### src/core_pkg.sv
`default_nettype none
// ~~~~~~~~~~~~~~~~~~~~~~~~~~~~~~~~~~~~~~~~~~~~~~~~~~~~~~~~~~~~~~~~~~~~~~~~~~~~
// Core definitions: datapath, instruction and register-index widths
// ~~~~~~~~~~~~~~~~~~~~~~~~~~~~~~~~~~~~~~~~~~~~~~~~~~~~~~~~~~~~~~~~~~~~~~~~~~~~

package core_pkg;

  // Integer datapath width of the RV64 core
  localparam int XLEN = 64;

  // Uncompressed instruction width
  localparam int ILEN = 32;

  localparam int REG_IDX_W = 5;  // Enough to address x0..x31
  localparam int NUM_REGS  = 32;

  // Interrupt number travels with every item for the commit report
  localparam int INTR_W = 32;

endpackage

`default_nettype wire

### src/regfile.sv
`timescale 1ns/10ps
`default_nettype none
// ~~~~~~~~~~~~~~~~~~~~~~~~~~~~~~~~~~~~~~~~~~~~~~~~~~~~~~~~~~~~~~~~~~~~~~~~~~~~
// Integer register file, one write port and one combinational read port
// ~~~~~~~~~~~~~~~~~~~~~~~~~~~~~~~~~~~~~~~~~~~~~~~~~~~~~~~~~~~~~~~~~~~~~~~~~~~~

module regfile (
  input  logic                           clk,
  input  logic                           rst,
  input  logic                           i_we,
  input  logic [core_pkg::REG_IDX_W-1:0] i_waddr,
  input  logic [core_pkg::XLEN-1:0]      i_wdata,
  input  logic [core_pkg::REG_IDX_W-1:0] i_raddr,
  output logic [core_pkg::XLEN-1:0]      o_rdata
);
  import core_pkg::*;

  logic [XLEN-1:0] regs [NUM_REGS];

  always_ff @(posedge clk) begin
    if (rst) begin
      for (int r = 0; r < NUM_REGS; r++) begin
        regs[r] <= '0;
      end
    end else if (i_we && (i_waddr != '0)) begin
      regs[i_waddr] <= i_wdata;  // x0 is hardwired and never written
    end
  end

  assign o_rdata = (i_raddr == '0) ? '0 : regs[i_raddr];

endmodule

`default_nettype wire

### config.mk
export PLATFORM = sky130hd
export DESIGN_NAME = regfile
export DESIGN_NICKNAME = d
export VERILOG_FILES = /design/src/core_pkg.sv /design/src/regfile.sv
export SDC_FILE = /design/constraint.sdc
export NUM_CORES = 2
export LEC_CHECK = 0
export BUFFER_PORTS_ARGS = -buffer_cell sky130_fd_sc_hd__buf_4
export CAP_MARGIN = 20
export CORE_UTILIZATION = 57
export DETAILED_ROUTE_END_ITERATION = 12
export PLACE_DENSITY = 0.87
export RECOVER_POWER = 50
export SYNTH_ARGS = -nofsm -noshare
export SYNTH_HDL_FRONTEND = slang
export SYNTH_SLANG_ARGS = --single-unit
### constraint.sdc
create_clock -name clk -period 2.4 [get_ports clk]
set_input_delay 0.12 -clock clk [delete_from_list [all_inputs] [get_ports clk]]
set_output_delay 0.12 -clock clk [all_outputs]
set_load 0.05 [all_outputs]
==> run metrics <==
Synth area leaders edfxtp_1 66%, and2_1 14%, mux4_2 12%; WL/cell 36.2 um; Slew Limit Headroom -11.1%; TritonCTS Sinks 2029; Largest regs regs: 2029 flops; Power Density 760 nW/um^2; layout cells sized above 1 22.4%; H-tree Lvls 4; first-pass GRT wire length 412000 um; initial antenna violation count 33; die area 162000 sq um; top-area cell type share of the netlist area 66.5%; Post-Route WL 294000 um; post-DR vias/cell 7.08; Arr. time, crit path 2820 ps; GR Util All Layers 36.2%; Slew Limit Fails 362; status finished with violations; fin crit period 2940 ps; Overflow after GRT 0; HPWL Detailed 150000 um; Seq cells post-synth 2029; port bufs 140; sequential element share of the synthesized area 66.5%; drt drc 0; async set-reset flop share out of synthesis 0%; max reg flops 2029; Crit. End Element output pin; vias 57.5k; Area growth, synth to finish 13.7%; area leader, netlist edfxtp_1; Clock Pin Slew Worst Setup and Hold Paths 60 ps; YS warnings 0; number of global-route vias before repair 57.6k; Die Wd 403 um; Netlist cell types 40; Leakage 36.3 nW; synthesized instance count 5683; Worst-Margin Slew 1670 ps; Largest Register regs; DIE HEIGHT 403 um; Final WS setup -542 ps; Clk Tree Root Cell clkbuf_16; failing checks capacitance limit, slew limit, setup timing; critical path type reg2out; DRT iter0 DRCs 11.7k; Avg Inst Size Synth 16.1 sq um; Startpoint Class flop; final number of hold-violating endpoints 0; # setup viols final 1315; core box area 159000 sq um; overall power 0.0792 W; CTS buffer count 192; Post-synth EDFFs 2029; Max Cap Viol 5; pre-CTS setup slack -208 ps; crit-path max FO 1; Hold WC Path Type in2reg; initial core utilization 57.7%; maximum VDD drop 0.000714 V; Setup Fix Bufs, Post-CTS 0; Antenna Nets Post-Route 0; gpl congestion 0.867; Rows 146; Initial DRT Pass Iterations 8; utilization after layout 65.6%; pin count of the biggest net entering global routing 77; hold depth 5; Post-layout nets 5919; CTS tree done; CTS max path bufs 3; Primary FF master, synth edfxtp_1; RSZ-0062 raised after global routing yes; Max Fclk 340 MHz; Worst Path Required 2280 ps; period utilisation layout 123%; Cell Area, Synth 91600 sq um; io pins 141
## critical path, stage by stage (launching register included)
cell and delay [ps]:
edfxtp_1 400, mux4_2 540, mux4_2 530, nor2_4 190, nor4_4 110, buf_6 180
## cells in the mapped netlist, types with 2 or more instances
cell type,number
a221o_1,6
mux2i_1,167
a22o_1,4
a311oi_1,2
a21oi_1,10
nand3_1,2
a221oi_1,4
or2_2,33
edfxtp_1,2029
nor2b_1,10
nor4_1,3
buf_2,84
a21o_1,38
and2_1,1985
o211ai_1,2
buf_6,21
nor3_1,10
nand2b_1,7
a211oi_1,13
buf_4,24
mux2_2,47
o21ai_0,30
nor2_1,60
o221ai_1,2
o32ai_1,2
nand2_1,24
clkbuf_1,442
or3_1,4
a31oi_1,2
a22oi_1,21
nand3b_1,5
o22ai_1,63
buf_1,16
mux4_2,505
## worst paths after layout
check	from	slack (ps)	to
worst min-delay path	i_waddr[3]	300	regs[8][32]
worst max-delay path	regs[15][38]	-540	o_rdata[38]
## cell families (layout without fill, tap and decap cells)
logic type,count (synthesis),after routing,share of synthesized area [%]
multiplexers,719,719,14.8
buffers and inverters,589,862,2.80
other,1,89,0.00409
AO/OA/AOI/OAI,199,199,1.47
flip-flops,2029,2029,66.5
AND/OR/NAND/NOR,2146,2146,14.4
## power breakdown
part	leakage, nW	internal [W]	switching, W
clock	2.93	0.0159	0.0137
sequential	19.3	0.0409	0.000649
combinational	14.0	0.00311	0.00490
## per-stage QoR
| step | setup TNS [ps] | cell area (sq um) | std cells | hold WS (ps) |
|---|---|---|---|---|
| final | -159160 | 104000 | 8116 | 303 |
| after global routing | -123720 | 104000 | 8084 | 302 |
| after CTS | -22480 | 105000 | 8074 | 105 |
| after floorplan | -560 | 91800 | 5727 | 318 |
| after detailed placement | -743 | 97500 | 7666 | 605 |
| after global placement | -495 | 97500 | 7666 | 597 |
## final cells by class
class	instances	area, sq um
Antenna cell	44	110
Clock buffer	228	4960
Clock inverter	124	1020
Fill cell	9495	54700
Inverter	2	7.51
Multi-Input combinational cell	3109	28900
Sequential cell	2029	60900
Tap cell	2072	2590
Timing Repair Buffer	508	5630
## cells in the final DEF (no fill, tap or decap), types with 12 or more instances in the layout
master	Yosys	layout
mux2_2	47	35
and2_0	0	429
a21o_1	38	35
or2_0	1	16
buf_8	0	15
dlygate4sd3_1	0	65
clkinv_2	0	39
mux4_2	505	505
nand2_1	24	24
o22ai_1	63	53
buf_6	21	66
clkbuf_1	442	41
nor2_4	0	12
edfxtp_1	2029	2029
o21ai_0	30	23
and2_1	1985	1556
clkinv_1	0	54
diode_2	0	44
buf_12	0	104
mux2i_1	167	157
mux2_4	0	12
conb_1	1	45
clkbuf_4	0	20
buf_4	24	221
a22oi_1	21	21
nor2_1	60	45
clkbuf_16	0	193
## what timing repair did
| action | CTS | global route |
|---|---|---|
| setup endpoints to repair | 64 | 64 |
| endpoints found under the hold margin | 2029 | 0 |
| resized for setup | 142 | 17 |
| hold buffers | 65 | 0 |
| pin swaps | 45 | 15 |
## routing by layer
metal | GRT usage, % | part of all wire, % | routed length (um) | vias up
met5 | 0.416 | 0.070 | 207 | -
met4 | 24.3 | 7.6 | 22500 | 18
met3 | 13.1 | 18 | 51700 | 1611
met2 | 54.3 | 45 | 131000 | 6643
met1 | 44.3 | 30 | 88300 | 28000
li1 | - | - | - | 21200
Power figures use the tool's default switching activity.
