$ cat src/core_pkg.sv
`default_nettype none
// ~~~~~~~~~~~~~~~~~~~~~~~~~~~~~~~~~~~~~~~~~~~~~~~~~~~~~~~~~~~~~~~~~~~~~~~~~~~~
// Core definitions: datapath, instruction and register-index widths
// ~~~~~~~~~~~~~~~~~~~~~~~~~~~~~~~~~~~~~~~~~~~~~~~~~~~~~~~~~~~~~~~~~~~~~~~~~~~~

package core_pkg;

  // Integer datapath width of the RV64 core
  localparam int XLEN = 64;

  // Uncompressed instruction width
  localparam int ILEN = 32;

  localparam int REG_IDX_W = 5;  // Enough to address x0..x31
  localparam int NUM_REGS  = 32;

  // Interrupt number travels with every item for the commit report
  localparam int INTR_W = 32;

endpackage

`default_nettype wire

$ cat src/commit_unit.sv
`timescale 1ns/10ps
`default_nettype none
// ~~~~~~~~~~~~~~~~~~~~~~~~~~~~~~~~~~~~~~~~~~~~~~~~~~~~~~~~~~~~~~~~~~~~~~~~~~~~
// Commit unit: one-cycle retirement report and retired-instruction counter
// ~~~~~~~~~~~~~~~~~~~~~~~~~~~~~~~~~~~~~~~~~~~~~~~~~~~~~~~~~~~~~~~~~~~~~~~~~~~~

module commit_unit (
  input  logic                        clk,
  input  logic                        rst,
  input  logic                        i_wb_req,
  output logic                        o_wb_ack,
  input  logic [core_pkg::XLEN-1:0]   i_pc,
  input  logic [core_pkg::ILEN-1:0]   i_inst,
  input  logic                        i_nocmt,
  input  logic                        i_skipcmt,
  input  logic [core_pkg::INTR_W-1:0] i_intr_no,
  input  logic                        i_clint_mip,
  output logic                        o_commit_valid,
  output logic [core_pkg::XLEN-1:0]   o_commit_pc,
  output logic [core_pkg::ILEN-1:0]   o_commit_inst,
  output logic                        o_commit_skip,
  output logic [core_pkg::INTR_W-1:0] o_commit_intr_no,
  output logic                        o_commit_mip,
  output logic [core_pkg::XLEN-1:0]   o_instret
);

  logic wb_hs;

  assign o_wb_ack = 1'b1;
  assign wb_hs    = i_wb_req & o_wb_ack;

  // Report fields drop back to zero in cycles without a retirement
  always_ff @(posedge clk) begin
    if (rst || !wb_hs) begin
      o_commit_valid   <= 1'b0;
      o_commit_pc      <= '0;
      o_commit_inst    <= '0;
      o_commit_skip    <= 1'b0;
      o_commit_intr_no <= '0;
      o_commit_mip     <= 1'b0;
    end else begin
      o_commit_valid   <= ~i_nocmt;  // Suppressed items retire silently
      o_commit_pc      <= i_pc;
      o_commit_inst    <= i_inst;
      o_commit_skip    <= i_skipcmt;
      o_commit_intr_no <= i_intr_no;
      o_commit_mip     <= i_clint_mip;
    end
  end

  always_ff @(posedge clk) begin
    if (rst) begin
      o_instret <= '0;
    end else if (wb_hs && !i_nocmt) begin
      o_instret <= o_instret + 1'b1;
    end
  end

endmodule

`default_nettype wire

$ cat config.mk
export PLATFORM = sky130hd
export DESIGN_NAME = commit_unit
export DESIGN_NICKNAME = d
export VERILOG_FILES = /design/src/core_pkg.sv /design/src/commit_unit.sv
export SDC_FILE = /design/constraint.sdc
export NUM_CORES = 1
export LEC_CHECK = 0
export BUFFER_PORTS_ARGS = -buffer_cell sky130_fd_sc_hd__buf_4
export CAP_MARGIN = 20
export CELL_PAD_IN_SITES_DETAIL_PLACEMENT = 1
export CELL_PAD_IN_SITES_GLOBAL_PLACEMENT = 1
export CORE_ASPECT_RATIO = 1.1
export CORE_MARGIN = 5
export CORE_UTILIZATION = 30
export CTS_CLUSTER_SIZE = 30
export DETAILED_ROUTE_END_ITERATION = 10
export GPL_TIMING_DRIVEN = 0
export PLACE_DENSITY = 0.77
export SETUP_SLACK_MARGIN = 0.15
export SLEW_MARGIN = 30
export SYNTH_ARGS = -nofsm -noshare
export SYNTH_HDL_FRONTEND = slang
export SYNTH_SLANG_ARGS = --single-unit
$ cat constraint.sdc
create_clock -name clk -period 1.6 [get_ports clk]
set_input_delay 0.08 -clock clk [delete_from_list [all_inputs] [get_ports clk]]
set_output_delay 0.08 -clock clk [all_outputs]
set_load 0.1 [all_outputs]
==> results.py, run 1 <==
metrics = {
    "sta": {
        "fin_hold_ws_ns": 0.295,
        "rsz0062_at_grt": "yes",
        "fin_crit_ns": 2.16,
        "finalCritPeriodShare_pct": 135,
        "clock_skew_ns": 0.0157,
        "slew_viol_final": 0,
        "worst_pin_slew_ns": 0.675,
        "setup_tns_ns": -16.16,
        "slew_headroom_pct": 55.0,
        "fin_ws_ns": -0.557,
        "hold_viol_final": 0,
        "fmax_mhz": 464,
        "setup_viol_count_final": 50,
    },
    "placement": {
        "gp_congestion": 0.818,
        "port_buffers": 328,
        "hpwl_um": 19400,
    },
    "clock_network": {
        "clock_path_buffers": 2,
        "clkSlewWorstSetupHoldPaths_ns": 0.09,
        "clkLatencyLatePin_ns": 0.43,
        "cts_buffers": 17,
        "cts_tree": "done",
        "cts_root_buf": "clkbuf_16",
        "clock_tree.htree_level_count": 4,
        "cts.sinks": 195,
    },
    "critical_path": {
        "required_ns": 1.94,
        "cp-end-kind": "register",
        "crit_chain": "nand4_1 > buf_4 > nor3_4 > nand4_1 > buf_6 > buf_12 > clkbuf_16 > or3_4 > a21oi_2",
        "start_kind": "register",
        "critical-path-max-stage-delay_ns": 0.36,
        "worstPathMaxFanout": 5,
        "cp_common_cell": "nand4_1",
        "critPathSlowestCell": "dfxtp_4",
        "crit_type": "register to register",
        "ff2ff_setup_slack_ns": -0.56,
        "worstPathArrival_ns": 2.50,
        "worst_r2r_path_depth": 9,
    },
    "yosys": {
        "ys_types": 34,
        "syn_inst": 648,
        "synth_area_mm2": 0.00656,
        "syn_avg_cell_area_um2": 10.1,
        "synth_edf_count": 0,
        "yosysSeqAreaShare_pct": 59.6,
        "ys_warn_count": 0,
        "ys_ff_latch": 195,
        "synthesis.nets": 783,
        "async_flop_share_pct": 0,
        "synth_top_flop_cell": "dfxtp_1",
    },
    "global_routing": {
        "grt_usage_pct": 25.4,
        "grt_pass1_vias": 8076,
        "antenna_found_initial": 3,
        "grt_first_pass_wirelength_um": 47800,
        "overflow": 0,
        "grt_max_degree": 21,
    },
    "routing": {
        "via_count": 7413,
        "post_drt_wl_per_cell_um": 23.1,
        "ant_nets": 0,
        "drc": 0,
        "drt-total-wl_um": 35300,
        "first_pass_iters": 4,
        "viasPerCell": 4.86,
        "drt-initial-drc-count": 271,
    },
    "run_status": {
        "violations": "setup timing",
        "status": "finished with violations",
    },
    "final_layout": {
        "layout_common_cells": "buf_4 (383), dfxtp_1 (133), and2_1 (130), dlygate4sd3_1 (130), dfxtp_4 (57)",
        "regArea_mm2": 0.00412,
        "fillerInstances": 2295,
        "area_growth_pct": 97.6,
        "nets": 1356,
        "multiInputGateArea_mm2": 0.00300,
        "drive_gt1_share_pct": 48.5,
        "final_common_cell": "buf_4",
    },
    "power_and_ir_drop": {
        "switching_share_pct": 32.5,
        "seqPwrFrac_pct": 43.5,
        "net-switching-power_w": 0.00370,
        "power.density_mw_per_mm2": 878,
        "intPower_w": 0.00768,
        "ir_worst_vdd_v": 0.000714,
        "power_leakage_nw": 5.78,
        "power_frac_comb_pct": 17.9,
        "clkPwrFrac_pct": 38.6,
        "power_w": 0.0114,
    },
    "floorplan": {
        "rows": 56,
        "die_w_um": 151,
        "start_util_pct": 30.6,
        "dieArea_mm2": 0.0249,
        "core_area_mm2": 0.0214,
        "die_h_um": 165,
        "io_pins": 330,
    },
    "hold_path": {
        "min_path_cells": 3,
        "hp-class": "primary input to register",
    },
    "run": {
        "maxCapViolations": 0,
    },
}
-- flip-flops by register name, summed over array words and instances (netlist names) --
signal,count
o_commit_mip,1
o_commit_inst,32
o_instret,64
o_commit_intr_no,32
o_commit_pc,64
o_commit_valid,1
o_commit_skip,1
-- synth_stat cells (5+ instances only) --
cell type	count	share of area, %
o21ai_0	22	1.7
xnor2_1	10	1.3
nor3_1	6	0.46
nand3_1	26	2.0
inv_1	7	0.40
clkbuf_1	25	1.4
or3_1	23	2.2
and2_1	130	12
and3_1	5	0.48
xor2_1	21	2.8
nand4_1	20	1.9
or4_1	10	1.1
nand2_1	28	1.6
nor2_1	45	2.6
dfxtp_1	195	60
a21oi_1	33	2.5
o31ai_1	10	1.1
-- cell type report --
class	count	share of cell area (%)
Antenna cell	2	0.0386
Clock buffer	18	3.31
Tap cell	290	2.80
Sequential cell	195	31.8
Multi-Input combinational cell	419	23.2
Timing Repair Buffer	552	36.0
Inverter	7	0.203
Buffer	29	1.41
Clock inverter	14	1.22
-- worst max-delay path, delay by kind of cell (launching register included) --
family	cells	cell delay [ns]
flops	1	0.36
compound gates	1	0.18
buf+inv	4	0.63
simple gates	4	0.90
-- power groups by stage --
| stage | sequential, W | clock [W] | combinational, W |
|---|---|---|---|
| after CTS | 0.00493 | 0.00441 | 0.00198 |
| final | 0.00494 | 0.00439 | 0.00204 |
| after detailed placement | 0.00505 | 0 | 0.00169 |
| after floorplan | 0.00603 | 0 | 0.000157 |
| after global placement | 0.00504 | 0 | 0.00168 |
| after global routing | 0.00496 | 0.00464 | 0.00210 |
-- final timing paths --
path                                       to          start
worst max-delay path            o_instret[58]  o_instret[25]
worst min-delay path            o_instret[60]            rst
worst max register to register  o_instret[58]  o_instret[25]
worst min register to register  o_instret[61]  o_instret[61]
-- stage by stage --
| stage | cells | area, um2 | util, % | worst slack, ns |
|---|---|---|---|---|
| 2_1_floorplan | 648 | 6910 | - | -0.373 |
| 3_3_place_gp | 1266 | 9730 | 45.4 | -0.581 |
| 3_5_place_dp | 1266 | 9730 | 45.4 | -0.630 |
| 4_1_cts | 1484 | 12300 | 57.4 | -0.338 |
| 5_1_grt | 1525 | 13000 | 60.4 | -0.628 |
| 6_report | 1526 | 13000 | 60.4 | -0.557 |
-- timing repair --
action                     in CTS  in global routing
hold endpoints to repair      130                  0
pin swaps                      35                 46
gates cloned                    1                  4
hold buffers                  130                  0
buffers inserted               55                 36
setup endpoints to repair      65                 59
gates resized for setup        58                 74
-- routing by layer --
| metal | track usage [%] | share of wire [%] | vias to the layer above |
|---|---|---|---|
| li1 | - | - | 3346 |
| met3 | 6.70 | 6.8 | 97 |
| met1 | 27.0 | 36 | 3633 |
| met2 | 46.4 | 52 | 335 |
| met4 | 12.0 | 5.0 | 2 |
| met5 | 0 | 0.031 | - |
-- logic make-up (layout without fill, tap and decap cells) --
| group | after synthesis | count (layout) | share of synthesized area, % |
|---|---|---|---|
| simple gates | 319 | 321 | 28.5 |
| other cells | 1 | 3 | 0.0572 |
| flops | 195 | 195 | 59.6 |
| xor+xnor | 31 | 31 | 4.14 |
| compound gates | 65 | 65 | 5.34 |
| fa+ha+maj | 1 | 1 | 0.191 |
| buf+inv | 36 | 620 | 2.18 |
Power figures use the tool's default switching activity.
==> inputs of run 2 (changes only) <==
BUFFER_PORTS_ARGS = -buffer_cell sky130_fd_sc_hd__buf_2   (was -buffer_cell sky130_fd_sc_hd__buf_4)
HOLD_SLACK_MARGIN = 0.12   (was unset)
==> results.py, run 2 (synthesis results as in run 1) <==
metrics = {
    "run_status": {
        "status": "finished with violations",
        "violations": "setup timing",
    },
    "critical_path": {
        "crit_end": "o_instret[61]",
        "worstPathMaxFanout": 5,
        "start_kind": "register",
        "cp-end-kind": "register",
        "ff2ff_setup_slack_ns": -0.47,
        "crit_type": "register to register",
        "required_ns": 1.96,
        "r2r-start": "o_instret[3]",
        "startpoint": "o_instret[3]",
        "reg2reg_to": "o_instret[61]",
        "worst_r2r_path_depth": 8,
        "worstPathArrival_ns": 2.43,
    },
    "sta": {
        "fin_crit_ns": 2.07,
        "fin_ws_ns": -0.470,
        "rsz0062_at_grt": "yes",
        "worst_pin_slew_ns": 0.745,
        "finalCritPeriodShare_pct": 129,
        "fmax_mhz": 483,
        "slew_headroom_pct": 50.3,
        "clock_skew_ns": 0.0163,
        "fin_hold_ws_ns": 0.225,
        "setup_viol_count_final": 52,
        "slew_viol_final": 0,
        "hold_viol_final": 0,
    },
    "routing": {
        "first_pass_iters": 4,
        "via_count": 7064,
        "drt-initial-drc-count": 273,
        "drt-total-wl_um": 31600,
        "ant_nets": 0,
        "drc": 0,
        "post_drt_wl_per_cell_um": 21.0,
        "viasPerCell": 4.71,
    },
    "floorplan": {
        "dieArea_mm2": 0.0249,
        "io_pins": 330,
        "die_h_um": 165,
        "rows": 56,
        "die_w_um": 151,
        "core_area_mm2": 0.0214,
        "start_util_pct": 30.6,
    },
    "global_routing": {
        "antenna_found_initial": 1,
        "overflow": 0,
        "grt_usage_pct": 23.8,
        "grt_first_pass_wirelength_um": 44900,
        "grt_max_degree": 21,
        "grt_pass1_vias": 7783,
    },
    "final_layout": {
        "final_area_mm2": 0.0119,
        "layout_common_cells": "buf_2 (317), dfxtp_1 (133), and2_1 (130), dlygate4sd3_1 (130), dfxtp_4 (57)",
        "fin_cells": 1501,
        "drive_gt1_share_pct": 47.7,
        "area_growth_pct": 80.8,
        "final_common_cell": "buf_2",
        "fillerInstances": 2435,
        "top_regs": "o_commit_pc: 64 flops, o_instret: 64 flops",
        "nets": 1333,
    },
    "power_and_ir_drop": {
        "power_leakage_nw": 5.46,
        "power_w": 0.0111,
        "power.density_mw_per_mm2": 935,
        "ir_worst_vdd_v": 0.000657,
    },
    "clock_network": {
        "cts_root_buf": "clkbuf_16",
        "cts_tree": "done",
        "cts.sinks": 195,
        "clock_path_buffers": 2,
        "clock_tree.htree_level_count": 4,
        "clkLatencyLatePin_ns": 0.43,
        "cts_buffers": 17,
        "clkSlewWorstSetupHoldPaths_ns": 0.08,
    },
    "placement": {
        "port_buffers": 328,
        "hpwl_um": 19000,
        "gp_congestion": 0.812,
        "placed_area_mm2": 0.00891,
        "dp_cells": 1266,
    },
    "hold_path": {
        "min_path_cells": 3,
        "hp-class": "primary input to register",
        "min-delay-start": "rst",
    },
    "run": {
        "maxCapViolations": 0,
    },
}
-- run 2: cell count changes in the layout (fill, tap and decap cells not counted), moves of 3 or more --
cell      delta
a21oi_2      +4
o21ai_0      +3
buf_2      +317
a21oi_1      -4
buf_12       -3
nor2_2       +3
buf_4      -328
clkbuf_4     +8
o21ai_2      -4
buf_6       -16
-- run 2: timing repair --
| item | 4_1_cts | 5_1_grt |
|---|---|---|
| gates cloned | 2 | 2 |
| gates resized for setup | 54 | 60 |
| hold endpoints to repair | 130 | 0 |
| setup buffers | 45 | 24 |
| hold buffers | 130 | 0 |
| endpoints found under the setup margin | 61 | 69 |
| pin swaps | 29 | 30 |
-- run 2: power by group --
part	switching, W	internal [W]
Combinational	0.00135	0.000507
Sequential	0.0000468	0.00489
Clock	0.00218	0.00211
Total	0.00358	0.00751
-- run 2: area by class of cell --
class	count	area [um2]	area share, %
Antenna cell	1	2.50	0.0211
Buffer	29	173	1.46
Clock buffer	17	425	3.59
Clock inverter	14	168	1.41
Inverter	7	26.3	0.222
Multi-Input combinational cell	417	2940	24.8
Sequential cell	195	4120	34.8
Tap cell	290	363	3.06
Timing Repair Buffer	531	3630	30.6
-- run 2: how the worst min path moves through the flow --
stage	to	slack [ns]
after global placement	o_commit_inst[17]	0.28
after CTS	o_instret[0]	0.19
after global routing	o_instret[0]	0.25
final	o_instret[0]	0.23
after floorplan	o_commit_inst[0]	0.20
after detailed placement	o_commit_inst[16]	0.28
-- run 2: layer usage --
layer / global-route usage (%) / vias to the layer above / part of all wire [%]
li1: - / 3284 / -
met1: 25.2 / 3431 / 36
met2: 43.3 / 267 / 52
met3: 6.61 / 80 / 6.6
met4: 11.6 / 2 / 4.8
met5: 0 / - / 0.022
-- run 2: critical path, cell delays in order (launching register included) --
cell and delay (ns):
dfxtp_4 0.36, nand4_1 0.15, buf_6 0.17, nor4_4 0.29, nand4_1 0.17, buf_6 0.18
buf_8 0.13, or4_4 0.41, a21oi_1 0.14
-- run 2: metrics by stage --
step,TNS (ns),setup slack [ns],util (%)
finish,-13.39,-0.470,55.3
global route,-17.90,-0.571,55.3
CTS,-8.83,-0.357,53.1
detailed placement,-38.71,-0.623,41.6
global placement,-39.36,-0.573,41.6
floorplan,-9.19,-0.373,-
