`config.mk`:
```
export PLATFORM = sky130hd
export DESIGN_NAME = wb_stage
export DESIGN_NICKNAME = d
export VERILOG_FILES = /design/src/core_pkg.sv /design/src/wb_stage.sv
export SDC_FILE = /design/constraint.sdc
export NUM_CORES = 1
export LEC_CHECK = 0
export ABC_AREA = 1
export BUFFER_PORTS_ARGS = -buffer_cell sky130_fd_sc_hd__buf_2
export CAP_MARGIN = 25
export CORE_AREA = 5 5 154 156
export CTS_BUF_LIST = sky130_fd_sc_hd__clkbuf_16
export DETAILED_ROUTE_END_ITERATION = 6
export DIE_AREA = 0 0 159 161
export PLACE_DENSITY = 0.77
export SETUP_SLACK_MARGIN = 0.4
export SLEW_MARGIN = 15
export SYNTH_ARGS = -nofsm -noshare
export SYNTH_HDL_FRONTEND = slang
export SYNTH_SLANG_ARGS = --single-unit
```
`constraint.sdc`:
```
create_clock -name clk -period 1.2 [get_ports clk]
set_clock_uncertainty 0.15 [all_clocks]
set_input_delay 0.18 -clock clk [delete_from_list [all_inputs] [get_ports clk]]
set_output_delay 0.18 -clock clk [all_outputs]
set_load 0.1 [all_outputs]
```
`src/core_pkg.sv`:
```
`default_nettype none
// ~~~~~~~~~~~~~~~~~~~~~~~~~~~~~~~~~~~~~~~~~~~~~~~~~~~~~~~~~~~~~~~~~~~~~~~~~~~~
// Core definitions: datapath, instruction and register-index widths
// ~~~~~~~~~~~~~~~~~~~~~~~~~~~~~~~~~~~~~~~~~~~~~~~~~~~~~~~~~~~~~~~~~~~~~~~~~~~~

package core_pkg;

  // Integer datapath width of the RV64 core
  localparam int XLEN = 64;

  // Uncompressed instruction width
  localparam int ILEN = 32;

  localparam int REG_IDX_W = 5;  // Enough to address x0..x31
  localparam int NUM_REGS  = 32;

  // Interrupt number travels with every item for the commit report
  localparam int INTR_W = 32;

endpackage

`default_nettype wire

```
`src/wb_stage.sv`:
```
`timescale 1ns/10ps
`default_nettype none
// ~~~~~~~~~~~~~~~~~~~~~~~~~~~~~~~~~~~~~~~~~~~~~~~~~~~~~~~~~~~~~~~~~~~~~~~~~~~~
// Writeback stage: holds one item, writes the register file, requests commit
// ~~~~~~~~~~~~~~~~~~~~~~~~~~~~~~~~~~~~~~~~~~~~~~~~~~~~~~~~~~~~~~~~~~~~~~~~~~~~

module wb_stage (
  input  logic                           clk,
  input  logic                           rst,
  input  logic                           i_mem_req,
  output logic                           o_mem_ack,
  input  logic [core_pkg::XLEN-1:0]      i_pc,
  input  logic [core_pkg::ILEN-1:0]      i_inst,
  input  logic [core_pkg::REG_IDX_W-1:0] i_rd,
  input  logic                           i_rd_wen,
  input  logic [core_pkg::XLEN-1:0]      i_rd_wdata,
  input  logic                           i_nocmt,
  input  logic                           i_skipcmt,
  input  logic [core_pkg::INTR_W-1:0]    i_intr_no,
  input  logic                           i_clint_mip,
  output logic                           o_wb_req,
  input  logic                           i_wb_ack,
  output logic [core_pkg::XLEN-1:0]      o_pc,
  output logic [core_pkg::ILEN-1:0]      o_inst,
  output logic                           o_nocmt,
  output logic                           o_skipcmt,
  output logic [core_pkg::INTR_W-1:0]    o_intr_no,
  output logic                           o_clint_mip,
  output logic                           o_reg_we,
  output logic [core_pkg::REG_IDX_W-1:0] o_reg_waddr,
  output logic [core_pkg::XLEN-1:0]      o_reg_wdata
);
  import core_pkg::*;

  logic                 mem_hs;
  logic [XLEN-1:0]      pc_q;
  logic [ILEN-1:0]      inst_q;
  logic [REG_IDX_W-1:0] rd_q;
  logic                 rd_wen_q;
  logic [XLEN-1:0]      wdata_q;
  logic                 nocmt_q;
  logic                 skipcmt_q;
  logic [INTR_W-1:0]    intr_no_q;
  logic                 mip_q;

  assign o_mem_ack = 1'b1;
  assign mem_hs    = i_mem_req & o_mem_ack;

  always_ff @(posedge clk) begin
    if (rst) begin
      o_wb_req <= 1'b0;
    end else if (mem_hs) begin
      o_wb_req <= 1'b1;
    end else if (i_wb_ack) begin
      o_wb_req <= 1'b0;
    end
  end

  always_ff @(posedge clk) begin
    if (mem_hs) begin
      pc_q      <= i_pc;
      inst_q    <= i_inst;
      rd_q      <= i_rd;
      rd_wen_q  <= i_rd_wen;
      wdata_q   <= i_rd_wdata;
      nocmt_q   <= i_nocmt;
      skipcmt_q <= i_skipcmt;
      intr_no_q <= i_intr_no;
      mip_q     <= i_clint_mip;
    end
  end

  // The register write lands on the same edge as the commit handshake
  assign o_reg_we    = o_wb_req & i_wb_ack & rd_wen_q;
  assign o_reg_waddr = o_wb_req ? rd_q    : '0;
  assign o_reg_wdata = o_wb_req ? wdata_q : '0;

  assign o_pc        = o_wb_req ? pc_q      : '0;
  assign o_inst      = o_wb_req ? inst_q    : '0;
  assign o_nocmt     = o_wb_req ? nocmt_q   : 1'b0;
  assign o_skipcmt   = o_wb_req ? skipcmt_q : 1'b0;
  assign o_intr_no   = o_wb_req ? intr_no_q : '0;
  assign o_clint_mip = o_wb_req ? mip_q     : 1'b0;

endmodule

`default_nettype wire

```
==> flow_metrics.tcl, run 1 <==
set metrics [dict create \
    io_buffer_count 406 \
    htree_levels 1 \
    ctsLongestPathBuffers 3 \
    gp_congestion 0.801 \
    via_count 7357 \
    rows 55 \
    critical_path.top_delay_family "buffers and inverters" \
    finalHoldViolCount 2 \
    cts_tree "yes" \
    ys_warn_count 0 \
    fin_crit_sh_pct 167 \
    dieArea_um2 25600 \
    fin_cells 1581 \
    met1_usage_pct 27.2 \
    die-height_um 161 \
    ant_nets 0 \
    synth_top_area_share_pct 77.9 \
    yosysUniqueCellTypes 9 \
    drt-initial-drc-count 451 \
    ys_top_cells_by_area "edfxtp_1 78%, inv_1 9.8%, nand2_1 9.8%" \
    seqPwrFrac_pct 37.8 \
    grt_use_met3_pct 9.65 \
    synth.yosys.seq_area_share_pct 78.2 \
    status "complete, but fails checks" \
    dp_cells 1322 \
    powerDensity_nw_per_um2 1290 \
    hold_buffers 202 \
    holdWs_ps -127 \
    crit_chain "buf_12 > clkbuf_16 > nand2_1 > clkinvlp_4 > buf_12" \
    grt_pass1_wl_um 51500 \
    p_sw_mw 7.69 \
    maxSlewViolCount 0 \
    dpl.hpwl_um 18700 \
    crit_arrival_ps 1670 \
    critPathRequiredTime_ps 870 \
    die_w_um 159 \
    min_path_type "input port to flop" \
    worstSetupStartpointType "flop" \
    place_ws_ps -281 \
    cpPeakStageDelay_ps 390 \
    critical-path-slowest-cell "dfxtp_4" \
    design_area_um2 18000 \
    antenna_found_initial 6 \
    syn_inst 632 \
    fin_nets 1484 \
    cts_buffers 22 \
    drc 0 \
    setup_viol 202 \
    worst_slack_ps -803 \
    rsz0062_at_grt "yes" \
    start_util_pct 34.9 \
    grt_pass1_vias 8333 \
    track_usage_pct 26.5 \
    grt_max_degree 39 \
    wirelength_um 37700 \
    path_class "flop to output pin" \
    synth-edff-count 201 \
    syn_to_final_growth_pct 132 \
    ctsRootBufferMaster "clkbuf_16" \
    synth_area_per_cell_um2 12.3 \
    synth_ff_type "edfxtp_1" \
    cp_common_cell "buf_12" \
    syn_area_um2 7750 \
    fmax_ghz 0.499 \
    cp_num_buf_inv 4 \
    clockPowerShare_pct 31.9 \
    p_int_mw 15.6 \
    syn_nets 837 \
    core_area_um2 22200 \
    clock-sinks 202 \
    path_clk_slew_ps 70 \
    sw_frac_of_total_pct 33.1 \
    busiest_layer "met2" \
    clk_latency_ps 500 \
    irDropWorstVdd_mv 1.31 \
    cap_violations 0 \
    ys_ff_latch 202 \
    p_comb_share_pct 30.3 \
    cp_max_fo 10 \
    async_flop_share_pct 0 \
    grt_use_met2_pct 48.1 \
    overflow 0 \
    total_power_mw 23.2 \
    placed_area_um2 14000 \
    final_util_pct 80.9 \
    yosys.area.top_type "edfxtp_1" \
    post_drt_wl_per_cell_um 23.8 \
    failed_checks "negative hold slack, negative setup slack" \
    drt-pass1-iter-count 5 \
    synthTopCellsByCount "202 x inv_1, 202 x nand2_1, 201 x edfxtp_1" \
    end_kind "output pin" \
    layout-drive-gt1-share_pct 65.8 \
    p_leak_nw 6.83 \
    period_minus_slack_ps 2000 \
    tns_ps -146860 \
    io_pins 408 \
    avgViaCountPerCell 4.65 \
]
[placed cells by master (no fill, tap or decap)]
master         netlist  layout
dlygate4sd3_1        0     202
clkbuf_16            0      29
buf_2                4     203
edfxtp_1           201     201
buf_4               19      11
clkinv_2             0       1
buf_16               0       8
dfxtp_4              0       1
inv_1              202       8
buf_8                0       1
clkinvlp_4           0     201
nand2_1            202      29
nand2_2              0     115
clkinv_1             0       1
a21oi_2              0       1
buf_6                0       2
bufinv_16            0       5
clkbuf_8             0       1
buf_12               0     212
nand2_4              0      58
conb_1               1       1
nor2_4               0       1
diode_2              0       4
[final cells by class]
| cell class | instances | area [µm²] |
|---|---|---|
| clock buffer | 23 | 576 |
| tap | 285 | 357 |
| sequential | 202 | 6060 |
| clock inverter | 14 | 189 |
| multi-input combinational | 205 | 1510 |
| fill | 947 | 4240 |
| inverter | 202 | 1510 |
| timing repair buffer | 646 | 7790 |
| antenna | 4 | 10.0 |
[tightest hold or removal path: stages]
cell and delay, ps:
buf_2 70, inv_1 70, nand2_1 100, a21oi_2 70
[logic make-up (layout without fill, tap and decap cells)]
kind of cell           Yosys count  in the layout  synth area share (%)
other                            1              5                0.0484
flip-flops                     202            202                  78.2
AND/OR/NAND/NOR                203            203                  9.84
AO/OA/AOI/OAI                    1              1                0.0645
buffers and inverters          225            885                  11.9
[worst paths after layout]
kind | end | from | cells past startpoint | slack [ps]
min | o_wb_req | i_wb_ack | 4 | -130
min reg2reg | o_wb_req | o_wb_req | 4 | 710
max reg2reg | o_wb_req | o_wb_req | 4 | 50
max | o_intr_no[3] | o_wb_req | 5 | -800
[layer usage]
metal / vias up / routed length (µm)
met5: - / 13
met4: 2 / 1790
met3: 102 / 3440
met2: 480 / 20100
met1: 3576 / 12300
li1: 3197 / -
[state kept, by name (all words and copies together) (netlist names)]
| signal | flops |
|---|---|
| rd_wen_q | 1 |
| o_wb_req | 1 |
| rd_q | 5 |
| wdata_q | 64 |
| mip_q | 1 |
| skipcmt_q | 1 |
| inst_q | 32 |
| intr_no_q | 32 |
| pc_q | 64 |
| nocmt_q | 1 |
[power by group through the flow]
stage,clock network (mW),logic (mW),registers (mW)
after global routing,7.81,7.21,8.81
after global placement,0,5.77,8.68
after floorplan,0,3.48,8.66
after detailed placement,0,5.86,8.72
after CTS,7.34,6.68,8.63
final,7.42,7.04,8.79
[repair_timing]
item	in CTS	in global routing
endpoints found under the hold margin	203	2
resized for setup	124	122
gates cloned	6	6
pin swaps	1	1
setup buffers	3	1
setup endpoints to repair	203	203
No activity file was read; power rests on OpenSTA's default activity.
==> run 2: changes to the inputs <==
--- a/config.mk
+++ b/config.mk
@@ -9,11 +9,11 @@
 export BUFFER_PORTS_ARGS = -buffer_cell sky130_fd_sc_hd__buf_2
 export CAP_MARGIN = 25
 export CORE_AREA = 5 5 154 156
-export CTS_BUF_LIST = sky130_fd_sc_hd__clkbuf_16
+export CTS_BUF_LIST = sky130_fd_sc_hd__clkbuf_4
 export DETAILED_ROUTE_END_ITERATION = 6
 export DIE_AREA = 0 0 159 161
 export PLACE_DENSITY = 0.77
-export SETUP_SLACK_MARGIN = 0.4
+export SETUP_SLACK_MARGIN = 0.3
 export SLEW_MARGIN = 15
 export SYNTH_ARGS = -nofsm -noshare
 export SYNTH_HDL_FRONTEND = slang
==> flow_metrics.tcl, run 2 (synthesized netlist as in run 1, its figures left out) <==
set metrics [dict create \
    dieArea_um2 25600 \
    gp_congestion 0.801 \
    io_pins 408 \
    irDropWorstVdd_mv 1.21 \
    track_usage_pct 28.1 \
    path_clk_slew_ps 70 \
    min_path_type "input port to flop" \
    crit_arrival_ps 1830 \
    htree_levels 2 \
    p_sw_mw 8.16 \
    fmax_ghz 0.464 \
    die_w_um 159 \
    crit_chain "buf_12 > buf_16 > nand2_2 > clkinvlp_4 > buf_12" \
    wirelength_um 40700 \
    io_buffer_count 406 \
    grt_pass1_wl_um 54600 \
    finalHoldViolCount 120 \
    drt-pass1-iter-count 4 \
    seq_area_um2 6060 \
    critical-path-slowest-cell "dfxtp_4" \
    fill_cells 969 \
    multi_input_area_um2 1580 \
    clock-sinks 202 \
    period_minus_slack_ps 2160 \
    drc 0 \
    antenna_found_initial 3 \
    ctsRootBufferMaster "clkbuf_4" \
    setup_viol 202 \
    p_int_mw 14.4 \
    rows 55 \
    layout-drive-gt1-share_pct 69.2 \
    overflow 0 \
    final_cell_mix "210 x buf_12, 203 x dlygate4sd3_1, 203 x buf_2" \
    die-height_um 161 \
    rsz0062_at_grt "yes" \
    ant_nets 0 \
    fin_nets 1521 \
    powerDensity_nw_per_um2 1250 \
    end_kind "output pin" \
    cp_common_cell "buf_12" \
    via_count 7755 \
    status "complete, but fails checks" \
    grt_max_degree 39 \
    fin_crit_sh_pct 180 \
    cts_tree "yes" \
    cap_violations 0 \
    p_leak_nw 6.93 \
    maxSlewViolCount 0 \
    start_util_pct 34.9 \
    failed_checks "negative hold slack, negative setup slack" \
    ctsLongestPathBuffers 3 \
    worstSetupStartpointType "flop" \
    worst_slack_ps -956 \
    dpl.hpwl_um 18700 \
    total_power_mw 22.6 \
    seqPwrFrac_pct 39.1 \
    clk_latency_ps 650 \
    cts_buffers 53 \
    cpPeakStageDelay_ps 400 \
    place_ws_ps -281 \
    largestRegisters "pc_q x64, wdata_q x64" \
    post_drt_wl_per_cell_um 24.8 \
    syn_to_final_growth_pct 134 \
    holdWs_ps -212 \
    p_comb_share_pct 31.8 \
    avgViaCountPerCell 4.72 \
    final_common_cell "buf_12" \
    path_class "flop to output pin" \
    core_area_um2 22200 \
    critPathRequiredTime_ps 870 \
    sw_frac_of_total_pct 36.2 \
    final_util_pct 81.5 \
    cp_max_fo 13 \
    clockPowerShare_pct 29.2 \
    hold_buffers 203 \
    grt_pass1_vias 8727 \
    drt-initial-drc-count 501 \
]
-- run 2: cell count changes in the layout (fill, tap and decap cells not counted), moves of 3 or more --
cell | before | now
clkinv_2 | 1 | 4
inv_1 | 8 | 2
clkbuf_16 | 29 | 8
nand2_2 | 115 | 137
nand2_1 | 29 | 5
clkinv_1 | 1 | 6
bufinv_16 | 5 | 1
clkbuf_4 | 0 | 82
-- run 2: metrics by stage --
stage               TNS (ps)  hold slack, ps  instance area, µm²  instances
floorplan             -88570            89.4                8570        632
global placement      -37630             186               14000       1322
detailed placement    -42100             181               14000       1322
CTS                  -178350            -266               17400       1628
global route         -199320            -269               18100       1643
finish               -180330            -212               18100       1643
-- run 2: area by class of cell --
type	instances	area share [%]
diodes	3	0.0415
clock buffers	82	3.40
clock inverters	12	0.422
inverters	202	8.33
multi-input cells	205	8.75
flip-flops and latches	202	33.5
well taps	285	1.97
repair buffers	652	43.6
-- run 2: worst paths after layout --
check | from | to | slack, ps | depth (start not counted)
setup / recovery | o_wb_req | o_inst[10] | -960 | 5
hold / removal | i_mem_req | pc_q[62] | -210 | 1
setup reg to reg | o_wb_req | o_wb_req | 60 | 4
hold reg to reg | o_wb_req | o_wb_req | 700 | 4
-- run 2: worst max-delay path: cells and delay by family, from the launching register on --
family	cells	cell delay [ps]
flip-flops	1	400
buffers and inverters	4	650
AND/OR/NAND/NOR	1	90
-- run 2: power by group through the flow --
| stage | logic (mW) | clock network, mW | registers [mW] |
|---|---|---|---|
| final | 7.16 | 6.58 | 8.81 |
| after global routing | 7.33 | 7.14 | 8.84 |
| after CTS | 6.71 | 6.29 | 8.64 |
| after detailed placement | 5.86 | 0 | 8.72 |
| after global placement | 5.77 | 0 | 8.68 |
| after floorplan | 3.48 | 0 | 8.66 |
-- run 2: repair_timing --
item                                    in CTS  in global routing
gates resized for setup                    153                123
gates cloned                                 6                 11
endpoints found under the setup margin     203                203
hold endpoints to repair                   403                202
buffers inserted                             3                  1
pin swaps                                    1                  1
-- run 2: layer usage --
metal	wire length [µm]	vias to the layer above	track usage (%)
li1	-	3313	-
met1	13100	3745	28.8
met2	21600	559	51.2
met3	3740	138	10.0
met4	2180	0	13.1
met5	0	-	0
==> run 3: changes to the inputs <==
--- a/config.mk
+++ b/config.mk
@@ -8,13 +8,14 @@
 export ABC_AREA = 1
 export BUFFER_PORTS_ARGS = -buffer_cell sky130_fd_sc_hd__buf_2
 export CAP_MARGIN = 25
-export CORE_AREA = 5 5 154 156
+export CORE_AREA = 5 5 183 185
 export CTS_BUF_LIST = sky130_fd_sc_hd__clkbuf_4
 export DETAILED_ROUTE_END_ITERATION = 6
-export DIE_AREA = 0 0 159 161
-export PLACE_DENSITY = 0.77
+export DIE_AREA = 0 0 188 190
+export PLACE_DENSITY = 0.61
 export SETUP_SLACK_MARGIN = 0.3
 export SLEW_MARGIN = 15
 export SYNTH_ARGS = -nofsm -noshare
 export SYNTH_HDL_FRONTEND = slang
 export SYNTH_SLANG_ARGS = --single-unit
+export TNS_END_PERCENT = 20
==> flow_metrics.tcl, run 3 (synthesized netlist as in run 1, its figures left out) <==
set metrics [dict create \
    status "complete, but fails checks" \
    failed_checks "negative hold slack, negative setup slack" \
    htree_levels 2 \
    period_minus_slack_ps 2190 \
    setup_viol 203 \
    via_count 6984 \
    hold_depth 1 \
    io_buffer_count 406 \
    hold_start "i_mem_req" \
    hold_end "inst_q[30]" \
    irDropWorstVdd_mv 1.01 \
    worstSetupStartpointType "flop" \
    path_clk_slew_ps 60 \
    rows 66 \
    crit_start "o_wb_req" \
    hold_buffers 203 \
    grt_use_met3_pct 7.83 \
    reg2reg_to "o_wb_req" \
    holdWs_ps -212 \
    finalHoldViolCount 88 \
    ff2ff_path_depth 5 \
    die-height_um 190 \
    end_kind "output pin" \
    overflow 0 \
    gp_congestion 0.815 \
    wirelength_um 31300 \
    syn_to_final_growth_pct 122 \
    die_w_um 188 \
    busiest_layer "met2" \
    powerDensity_nw_per_um2 1270 \
    place_ws_ps -275 \
    drt-pass1-iter-count 5 \
    p_leak_nw 7.81 \
    io_pins 408 \
    drt-initial-drc-count 196 \
    layout-drive-gt1-share_pct 57.6 \
    grt_pass1_wl_um 43200 \
    critPathRequiredTime_ps 870 \
    maxSlewViolCount 0 \
    final_common_cell "buf_12" \
    met1_usage_pct 15.5 \
    cp_max_fo 8 \
    avgViaCountPerCell 3.95 \
    fin_nets 1521 \
    grt_use_met2_pct 27.9 \
    dpl.hpwl_um 18400 \
    clock-sinks 202 \
    ctsLongestPathBuffers 3 \
    crit_arrival_ps 1860 \
    clk_latency_ps 660 \
    ant_nets 0 \
    track_usage_pct 15.7 \
    fin_crit_sh_pct 182 \
    cap_violations 0 \
    tns_ps -179510 \
    post_drt_wl_per_cell_um 17.7 \
    worst_slack_ps -985 \
    grt_pass1_vias 7698 \
    dp_cells 1443 \
    ctsRootBufferMaster "clkbuf_4" \
    cts_tree "yes" \
    placed_area_um2 13600 \
    drc 0 \
    largestRegisters "pc_q x64, wdata_q x64" \
    final_cell_mix "214 x buf_12, 203 x dlygate4sd3_1, 203 x buf_2" \
    rsz0062_at_grt "yes" \
    r2r-start "o_wb_req" \
    design_area_um2 17200 \
    fin_cells 1767 \
    dieArea_um2 35700 \
    start_util_pct 24.3 \
    cts_buffers 55 \
    core_area_um2 31900 \
    grt_max_degree 58 \
    min_path_type "input port to flop" \
    fmax_ghz 0.458 \
    antenna_found_initial 1 \
    path_class "flop to output pin" \
    rrSetupSlack_ps -80 \
]
[run 3: changes by cell type in the layout (fill, tap and decap cells not counted), moves of 30 or more]
cell | previous run | this run
clkinvlp_4 | 200 | 39
inv_1 | 2 | 37
inv_2 | 1 | 124
nand2_1 | 5 | 120
nand2_2 | 137 | 53
nand2_4 | 59 | 29
[run 3: final cells by class]
| type | instances | area (µm²) |
|---|---|---|
| Fill cell | 2420 | 14700 |
| Timing Repair Buffer | 650 | 7820 |
| Sequential cell | 202 | 6060 |
| Multi-Input combinational cell | 205 | 1130 |
| Inverter | 202 | 912 |
| Clock buffer | 79 | 593 |
| Tap cell | 408 | 510 |
| Clock inverter | 19 | 151 |
| Antenna cell | 2 | 5.00 |
[run 3: worst max path at each step]
stage                 endpoint  slack, ps  cells after the start
2_1_floorplan          o_pc[6]       -700                      4
3_3_place_gp           o_pc[0]       -270                      4
3_5_place_dp           o_pc[0]       -270                      4
4_1_cts        o_reg_wdata[37]      -1040                      5
5_1_grt           o_intr_no[0]      -1120                      6
6_report              o_pc[27]       -990                      6
[run 3: what timing repair did]
item / 4_1_cts / 5_1_grt
buffers inserted: 4 / 4
hold endpoints to repair: 403 / 272
pin swaps: 0 / 2
setup endpoints to repair: 203 / 203
gates resized for setup: 76 / 181
gates cloned: 2 / 11
[run 3: per-stage QoR]
stage | util [%] | total power, mW
after floorplan | - | 11.9
after global placement | 42.6 | 14.3
after detailed placement | 42.6 | 14.3
after CTS | 51.7 | 21.6
after global routing | 53.9 | 22.8
final | 53.9 | 21.9
[run 3: worst max-delay path, stage by stage, from the launching register on]
cell	delay, ps
dfxtp_4	390
buf_8	150
buf_12	130
clkbuf_16	170
nand2_2	80
clkinvlp_4	90
buf_12	170
[run 3: routing by layer]
metal  vias up  part of all wire [%]
met2       355                    53
li1       3309                     -
met1      3255                    34
met3        65                   9.7
met5         -                     0
met4         0                   3.6
[run 3: report_power, final]
group / internal, mW / switching [mW] / total [mW]
Combinational: 2.53 / 4.11 / 6.64
Clock: 3.66 / 2.91 / 6.58
Sequential: 8.39 / 0.255 / 8.65
Total: 14.6 / 7.28 / 21.9
